==> src/logic/fe_types_pkg.sv <==
// fetch front end bundles
// commit report from the ROB, issue slot toward the queue, next-pc result
package fe_types_pkg;

    // one retiring instruction as reported by the commit port
    typedef struct packed {
        // single cycle valid
        logic        valid;
        logic        is_branch;
        // pc of the committed instruction
        logic [31:0] pc;
        // branch offset, already sign extended
        logic [31:0] imm_se;
        // direction fetch guessed
        logic        pred_taken;
        // direction the branch resolved to
        logic        actual_taken;
    } commit_info_t;

    // registered fetch result handed to the issue queue
    typedef struct packed {
        logic        valid;
        logic [31:0] pc;
        logic [31:0] instr;
        // fetch followed a taken branch or jump here
        logic        pred_taken;
    } issue_slot_t;

    // output of the next-pc calculation
    typedef struct packed {
        // commit port shows a wrong direction
        logic        mispredicted;
        // next fetch pc when the pc register is enabled
        logic [31:0] pc_update;
        // current fetch changes flow
        logic        pred_taken;
    } redirect_t;

endpackage

==> src/logic/fe_const_pkg.sv <==
// fetch front end constants
// reset vector, pc step, branch table sizing, opcode and control state encodings
package fe_const_pkg;

    // fetch pc after reset
    localparam logic [31:0] reset_vector = 32'h0000_0000;

    // sequential fetch step, no compressed instructions
    localparam logic [31:0] pc_step = 32'd4;

    // branch table indexed by pc[7:2]
    localparam int bht_index_bits = 6;
    localparam int bht_entries = 1 << bht_index_bits;

    // weakly not taken
    localparam logic [1:0] counter_init = 2'b01;

    // only the opcodes the front end cares about
    typedef enum logic [6:0] {
        op_branch = 7'b1100011,
        op_jal    = 7'b1101111,
        op_other  = 7'b0000000
    } opcode_e;

    // fetch control states
    typedef enum logic [1:0] {
        st_boot,
        st_run,
        st_hold,
        st_redirect
    } ctrl_state_e;

endpackage
==> src/logic/frontend_top.sv <==
// instruction fetch front end
// next-pc calculation, branch history table, pc and issue slot registers
// and the fetch control FSM
`timescale 1ns/100ps

module frontend_top (
    input  logic                      clk,
    input  logic                      rst_n,
    // instruction at fetch_pc, same cycle
    input  logic [31:0]               fetch_instr,
    input  logic                      queue_full,
    input  fe_types_pkg::commit_info_t commit,
    output logic [31:0]               fetch_pc,
    output fe_types_pkg::issue_slot_t slot,
    output logic                      flush
);

    fe_types_pkg::redirect_t redir;
    logic bht_taken;
    logic pc_en;
    logic slot_load;

    // combinational next pc and mispredict detect
    pc_target_calc u_pc_target_calc (
        .fetch_pc    (fetch_pc),
        .fetch_instr (fetch_instr),
        .commit      (commit),
        .bht_taken   (bht_taken),
        .redir       (redir)
    );

    // direction prediction for the fetch pc
    branch_history_table u_branch_history_table (
        .clk       (clk),
        .rst_n     (rst_n),
        .fetch_pc  (fetch_pc),
        .commit    (commit),
        .bht_taken (bht_taken)
    );

    // pc and slot state
    pc_issue_regs u_pc_issue_regs (
        .clk         (clk),
        .rst_n       (rst_n),
        .redir       (redir),
        .fetch_instr (fetch_instr),
        .pc_en       (pc_en),
        .slot_load   (slot_load),
        .fetch_pc    (fetch_pc),
        .slot        (slot)
    );

    // stall, recovery and flush
    fetch_ctrl u_fetch_ctrl (
        .clk          (clk),
        .rst_n        (rst_n),
        .queue_full   (queue_full),
        .mispredicted (redir.mispredicted),
        .pc_en        (pc_en),
        .slot_load    (slot_load),
        .flush        (flush)
    );

endmodule

==> src/logic/fetch_ctrl.sv <==
// fetch control FSM
// grants pc and slot updates under back-pressure, lets a committed
// mispredict override the stall and raises a one cycle flush afterwards
`timescale 1ns/100ps

module fetch_ctrl (
    input  logic clk,
    input  logic rst_n,
    input  logic queue_full,
    input  logic mispredicted,
    output logic pc_en,
    output logic slot_load,
    output logic flush
);

    fe_const_pkg::ctrl_state_e state;
    fe_const_pkg::ctrl_state_e state_nxt;
    logic fetch_ok;

    // normal fetch only from run or redirect with room in the queue
    assign fetch_ok = ((state == fe_const_pkg::st_run) ||
                       (state == fe_const_pkg::st_redirect)) && !queue_full;

    // recovery moves the pc even when the queue is full
    assign pc_en = mispredicted | fetch_ok;

    // fetched instruction is wrong path on a mispredict
    assign slot_load = fetch_ok & ~mispredicted;

    // flush for ROB and issue queue, one cycle after the mispredict
    assign flush = (state == fe_const_pkg::st_redirect);

    // boot lasts a single cycle with pc held at the reset vector
    // mispredict first, then back-pressure
    always_comb begin
        if (mispredicted) begin
            state_nxt = fe_const_pkg::st_redirect;
        end else if (queue_full) begin
            state_nxt = fe_const_pkg::st_hold;
        end else begin
            state_nxt = fe_const_pkg::st_run;
        end
    end

    always_ff @(posedge clk) begin
        if (!rst_n) begin
            state <= fe_const_pkg::st_boot;
        end else begin
            state <= state_nxt;
        end
    end

endmodule

==> src/logic/pc_issue_regs.sv <==
// fetch pc register and issue slot register
// pc follows the next-pc result when enabled, slot captures the current fetch
`timescale 1ns/100ps

module pc_issue_regs (
    input  logic                     clk,
    input  logic                     rst_n,
    input  fe_types_pkg::redirect_t  redir,
    input  logic [31:0]              fetch_instr,
    input  logic                     pc_en,
    input  logic                     slot_load,
    output logic [31:0]              fetch_pc,
    output fe_types_pkg::issue_slot_t slot
);

    // fetch pc
    always_ff @(posedge clk) begin
        if (!rst_n) begin
            fetch_pc <= fe_const_pkg::reset_vector;
        end else if (pc_en) begin
            // sequential, predicted target or recovery pc
            fetch_pc <= redir.pc_update;
        end
    end

    // issue slot
    always_ff @(posedge clk) begin
        if (!rst_n) begin
            slot.valid <= 1'b0;
        end else begin
            // one cycle per load, drops while held
            slot.valid <= slot_load;
        end

        // payload keeps its value while the queue is full
        if (slot_load) begin
            slot.pc         <= fetch_pc;
            slot.instr      <= fetch_instr;
            slot.pred_taken <= redir.pred_taken;
        end
    end

endmodule

==> src/logic/branch_history_table.sv <==
// branch history table
// 2-bit saturating counters, read by fetch pc, trained by committed branches
`timescale 1ns/100ps

module branch_history_table (
    input  logic                      clk,
    input  logic                      rst_n,
    input  logic [31:0]               fetch_pc,
    input  fe_types_pkg::commit_info_t commit,
    output logic                      bht_taken
);

    localparam int idx_msb = fe_const_pkg::bht_index_bits + 1;

    logic [1:0] counters [fe_const_pkg::bht_entries];
    logic [fe_const_pkg::bht_index_bits-1:0] rd_idx;
    logic [fe_const_pkg::bht_index_bits-1:0] wr_idx;
    logic [1:0] cur_cnt;
    logic [1:0] new_cnt;
    logic       train;

    // word aligned pc, drop the low two bits
    assign rd_idx = fetch_pc[idx_msb:2];
    assign wr_idx = commit.pc[idx_msb:2];

    // upper bit set means taken
    assign bht_taken = counters[rd_idx][1];

    // only valid branch commits train
    assign train   = commit.valid & commit.is_branch;
    assign cur_cnt = counters[wr_idx];

    // saturate toward the resolved direction
    always_comb begin
        new_cnt = cur_cnt;
        if (commit.actual_taken) begin
            if (cur_cnt != 2'b11) begin
                new_cnt = cur_cnt + 2'd1;
            end
        end else begin
            if (cur_cnt != 2'b00) begin
                new_cnt = cur_cnt - 2'd1;
            end
        end
    end

    always_ff @(posedge clk) begin
        if (!rst_n) begin
            // whole table back to weakly not taken
            for (int i = 0; i < fe_const_pkg::bht_entries; i++) begin
                counters[i] <= fe_const_pkg::counter_init;
            end
        end else if (train) begin
            counters[wr_idx] <= new_cnt;
        end
    end

endmodule

==> src/logic/pc_target_calc.sv <==
// next fetch pc calculation
// decodes branch and jal, extracts offsets, detects a committed mispredict
// and adds the selected base and addend
`timescale 1ns/100ps

module pc_target_calc (
    input  logic [31:0]               fetch_pc,
    input  logic [31:0]               fetch_instr,
    input  fe_types_pkg::commit_info_t commit,
    input  logic                      bht_taken,
    output fe_types_pkg::redirect_t   redir
);

    fe_const_pkg::opcode_e op;
    logic [31:0] imm_b;
    logic [31:0] imm_j;
    logic        is_branch;
    logic        is_jal;
    logic        mispredicted;
    logic        wrongly_taken;
    logic [31:0] base;
    logic [31:0] addend;

    // opcode decode, anything else is plain sequential
    always_comb begin
        case (fetch_instr[6:0])
            fe_const_pkg::op_branch: op = fe_const_pkg::op_branch;
            fe_const_pkg::op_jal:    op = fe_const_pkg::op_jal;
            default:                 op = fe_const_pkg::op_other;
        endcase
    end

    assign is_branch = (op == fe_const_pkg::op_branch);
    assign is_jal    = (op == fe_const_pkg::op_jal);

    // B-type offset
    assign imm_b = {{19{fetch_instr[31]}}, fetch_instr[31], fetch_instr[7],
                    fetch_instr[30:25], fetch_instr[11:8], 1'b0};
    // J-type offset
    assign imm_j = {{11{fetch_instr[31]}}, fetch_instr[31], fetch_instr[19:12],
                    fetch_instr[20], fetch_instr[30:21], 1'b0};

    // committed branch whose guess was wrong
    assign mispredicted  = commit.valid & commit.is_branch &
                           (commit.pred_taken ^ commit.actual_taken);
    assign wrongly_taken = commit.pred_taken & ~commit.actual_taken;

    always_comb begin
        if (mispredicted) begin
            // recovery restarts from the committed branch
            base = commit.pc;
            if (wrongly_taken) begin
                // fall through after the branch
                addend = fe_const_pkg::pc_step;
            end else begin
                // branch should have gone to its target
                addend = commit.imm_se;
            end
        end else if (is_branch && bht_taken) begin
            base   = fetch_pc;
            addend = imm_b;
        end else if (is_jal) begin
            // jal always taken
            base   = fetch_pc;
            addend = imm_j;
        end else begin
            base   = fetch_pc;
            addend = fe_const_pkg::pc_step;
        end
    end

    assign redir.mispredicted = mispredicted;
    assign redir.pc_update    = base + addend;
    // prediction of the instruction at fetch_pc, recovery not included
    assign redir.pred_taken   = (is_branch & bht_taken) | is_jal;

endmodule

==> config.mk <==
export PLATFORM = sky130hd
export DESIGN_NAME = frontend_top
export DESIGN_NICKNAME = d
export VERILOG_FILES = /design/src/logic/fe_types_pkg.sv /design/src/logic/fe_const_pkg.sv /design/src/logic/frontend_top.sv /design/src/logic/fetch_ctrl.sv /design/src/logic/pc_issue_regs.sv /design/src/logic/branch_history_table.sv /design/src/logic/pc_target_calc.sv
export SDC_FILE = /design/constraint.sdc
export NUM_CORES = 1
export LEC_CHECK = 0
export BUFFER_PORTS_ARGS = -buffer_cell sky130_fd_sc_hd__buf_2
export CAP_MARGIN = 10
export CORE_ASPECT_RATIO = 1.4
export CORE_MARGIN = 1.5
export CORE_UTILIZATION = 50
export CTS_CLUSTER_DIAMETER = 120
export DETAILED_ROUTE_END_ITERATION = 12
export PLACE_DENSITY = 0.77
export SYNTH_ARGS = -nofsm -noshare
export SYNTH_HDL_FRONTEND = slang
export SYNTH_SLANG_ARGS = --single-unit
==> constraint.sdc <==
create_clock -name clk -period 14.2 [get_ports clk]
set_input_delay 2.84 -clock clk [delete_from_list [all_inputs] [get_ports clk]]
set_output_delay 2.84 -clock clk [all_outputs]
set_load 0.1 [all_outputs]
==> metrics.yaml <==
cts:
  htree_num_levels: 1
  clock_latency_ns: 0.54
  clk_pin_slew_ns: 0.07
  cts_root_buf: "clkbuf_16"
  postCtsHoldBufs: 0
  ctsResizeCount: 0
  post-cts-setup-buffers: 0
  cts_buffer_depth: 3
  cts_made_buffers: 22
  cts_tree: "done"
  cts_sinks: 234
floorplanning:
  fp.dieW_um: 138.2
  core_area_um2: 25300
  ioPinCount: 202
  initial_utilization: 0.5060
  rows: 69
  die_h_um: 192.3
  die_area_um2: 26580
min_path:
  holdPathEnd: "u_pc_issue_regs.slot[46]$_DFFE_PP_"
  holdCritStartpoint: "u_pc_issue_regs.fetch_pc[13]$_SDFFE_PN0N_"
  min_path_cells: 0
  min_path_type: "reg -> reg"
critical_path:
  ff2ff_path_depth: 17
  worstPathMaxFanout: 40
  worstPathCellList: "buf_2 > inv_1 > ha_1 > or2_2 > nor2_2 > buf_4 > and2_1 > ha_1 > fa_1 > a211oi_1 > o21bai_1 > a21o_1 > a31oi_1 > o21bai_1 > a221o_1 > a221oi_1 > xor2_1 > o21ai_0"
  crit_family: "compound AO/OA/AOI/OAI gates"
  crit_type: "in -> reg"
  crit_arrival_ns: 7.39
  worst-path-buf-inv: 3
  critPathRequiredTime_ns: 14.59
  cp-start-kind: "primary input"
  slowest_stage: "or2_2"
  cp_slowest_stage_delay_ns: 0.64
  r2r-end: "u_pc_issue_regs.fetch_pc[20]$_SDFFE_PN0N_"
  worstSetupEndpointType: "register"
  r2r_slack_ns: 8.04
route:
  dr.first_iter.drc_count: 788
  via_count: 10650
  viasPerCell: 6.185
  drc: 0
  routed_wirelength_um: 35940
  drt-wirelength-per-cell_um: 20.87
  dr.pass1.iters: 6
  postRouteAntennaNets: 0
cells_and_area:
  n_antenna_cell: 0
  n_fill_cell: 2136
  syn_to_final_growth_pct: 13.91
  final_core_utilization: 0.5764
  final_nets: 1523
  layout-drive-gt1-share: 0.2195
yosys:
  synth_edf_count: 193
  yosysSeqAreaShare: 0.5169
  synthCells: 1253
  synth_area_um2: 12800
  synth.distinct_cells: 69
  ys_warn_count: 0
  synthArstFlopShare: 0
  synth.net_count: 1389
  syn_area_per_cell_um2: 10.22
  synth_ff_type: "edfxtp_1"
  ys_ff_latch: 234
placed_design:
  dp_hpwl_um: 25210
  routabilityCongestion: 0.9316
  portBuffers: 201
timing:
  slew_headroom: 0.2616
  fin_setup_tns_ns: 0
  post-route-period-util: 0.4930
  hold_violations: 0
  fin_skew_ns: 0.02901
  max_slew.worst_pin.slew_ns: 1.105
  period_needed_ns: 7.000
  final_max_slew_viol_count: 0
  fmax_ghz: 0.1429
  rsz0062_at_grt: "false"
  finalSetupViolations: 0
grt:
  grt_overflow: 0
  grt_pass1_wl_um: 54280
  antenna_found_initial: 1
  track_usage: 0.2621
  grt_start_max_net_pins: 72
  grt_pass1_vias: 10140
pwr:
  p_sw_frac: 0.2884
  vdd_ir_drop_max_v: 0.0001277
  p_int_uw: 1175
  seq_power_share: 0.471
  combPwrFrac: 0.156
  power.net_switching_uw: 476.3
  p_leak_uw: 0.005573
  power_density_nw_per_um2: 113.3
  clkPwrFrac: 0.373
status:
  status: "completed"
run:
  maxCapViolCount: 0
==> through the flow <==
| step | total power [uW] | instances | hold slack [ns] | setup slack [ns] | cell area, um^2 |
|---|---|---|---|---|---|
| after floorplan | 984.2 | 1253 | 0.7098 | 7.612 | 12800 |
| after global placement | 1045 | 1682 | 0.4735 | 6.835 | 13830 |
| final | 1651 | 1722 | 0.4947 | 7.200 | 14580 |
| after CTS | 1655 | 1722 | 0.4969 | 7.275 | 14580 |
| after detailed placement | 1048 | 1682 | 0.4738 | 6.755 | 13830 |
| after global routing | 1695 | 1722 | 0.5160 | 7.005 | 14580 |
==> flip-flops by register name, indices dropped and copies added, names as in the netlist, named ones only <==
| register | count |
|---|---|
| u_branch_history_table.counters | 128 |
| u_fetch_ctrl.state | 2 |
| u_pc_issue_regs.fetch_pc | 32 |
| u_pc_issue_regs.slot | 66 |
==> area by class of cell <==
cell class              instances  area, um^2  share of cell area
inverters                      11       41.29            0.002832
flip-flops and latches        234        6616              0.4538
well taps                     319       399.1             0.02738
clock buffers                  28       614.3             0.04214
multi-input cells             905        5675              0.3893
repair buffers                213        1096             0.07517
clock inverters                12       137.6            0.009440
==> layer usage <==
layer | global-route usage | share of wire | up-vias
met4 | 0.1729 | 0.066 | 2
met5 | 0 | 0.00036 | -
li1 | - | - | 4853
met1 | 0.2775 | 0.34 | 5054
met3 | 0.04342 | 0.081 | 129
met2 | 0.4814 | 0.51 | 613
==> kinds of logic (layout without fill, tap and decap cells) <==
group                      Yosys count  count (layout)  share of synthesized area
and+or+nand+nor                    512             512                     0.1802
xor gates and xnor gates            24              24                    0.01642
buffers and inverters              114             264                    0.04164
adders and majority gates           35              35                    0.03441
muxes                               63              63                    0.07742
DFF                                234             234                     0.5169
AOI/OAI and AO/OA                  271             271                     0.1330
==> worst max-delay path by stage <==
stage / end / startpoint / cells after the start / slack [ns]
detailed placement: u_pc_issue_regs.fetch_pc[20]$_SDFFE_PN0N_ / commit[0] / 18 / 6.75
CTS: u_pc_issue_regs.fetch_pc[20]$_SDFFE_PN0N_ / commit[0] / 18 / 7.28
global route: u_pc_issue_regs.fetch_pc[20]$_SDFFE_PN0N_ / commit[0] / 18 / 7.00
finish: u_pc_issue_regs.fetch_pc[20]$_SDFFE_PN0N_ / commit[0] / 18 / 7.20
global placement: u_pc_issue_regs.fetch_pc[20]$_SDFFE_PN0N_ / commit[0] / 18 / 6.84
floorplan: u_pc_issue_regs.fetch_pc[20]$_SDFFE_PN0N_ / commit[0] / 18 / 7.61
==> layout by cell type (no fill, tap or decap), drive strengths merged, types with 6 or more instances in the layout <==
cell type / instances
xnor2: 9
mux2i: 21
mux2: 16
dfxtp: 41
edfxtp: 193
ha: 32
buf: 213
mux4: 26
o211ai: 6
and2: 19
nand2: 246
a22oi: 23
nor2b: 11
a22o: 13
clkinv: 9
nand4: 12
nand3: 19
nor3: 72
a21oi: 45
clkbuf: 28
xor2: 15
a21boi: 7
a21o: 17
inv: 10
o21ai: 110
a221oi: 12
and3: 9
nor2: 95
==> synth_stat cells, types with 14 or more instances <==
| cell type | count | area [um^2] |
|---|---|---|
| nand3_1 | 19 | 95.09 |
| ha_1 | 32 | 400.4 |
| mux2i_1 | 21 | 210.2 |
| a22oi_1 | 23 | 172.7 |
| and2_1 | 19 | 118.9 |
| nor3_1 | 72 | 360.4 |
| edfxtp_1 | 193 | 5796 |
| xor2_1 | 15 | 131.4 |
| a21oi_1 | 45 | 225.2 |
| buf_4 | 14 | 105.1 |
| dfxtp_1 | 41 | 820.8 |
| nand2_1 | 245 | 919.6 |
| mux2_2 | 16 | 180.2 |
| buf_2 | 18 | 90.09 |
| mux4_2 | 22 | 495.5 |
| clkbuf_1 | 65 | 244.0 |
| a21o_1 | 17 | 127.6 |
| o21ai_0 | 110 | 550.5 |
| nor2_1 | 91 | 341.6 |
==> power groups by stage <==
stage	registers, uW	logic (uW)	clock network, uW
after floorplan	850	134	0
final	778	258	615
after CTS	777	256	621
after global placement	792	253	0
after detailed placement	792	255	0
after global routing	779	274	642
Note: power is estimated with default switching activity, not from simulation.
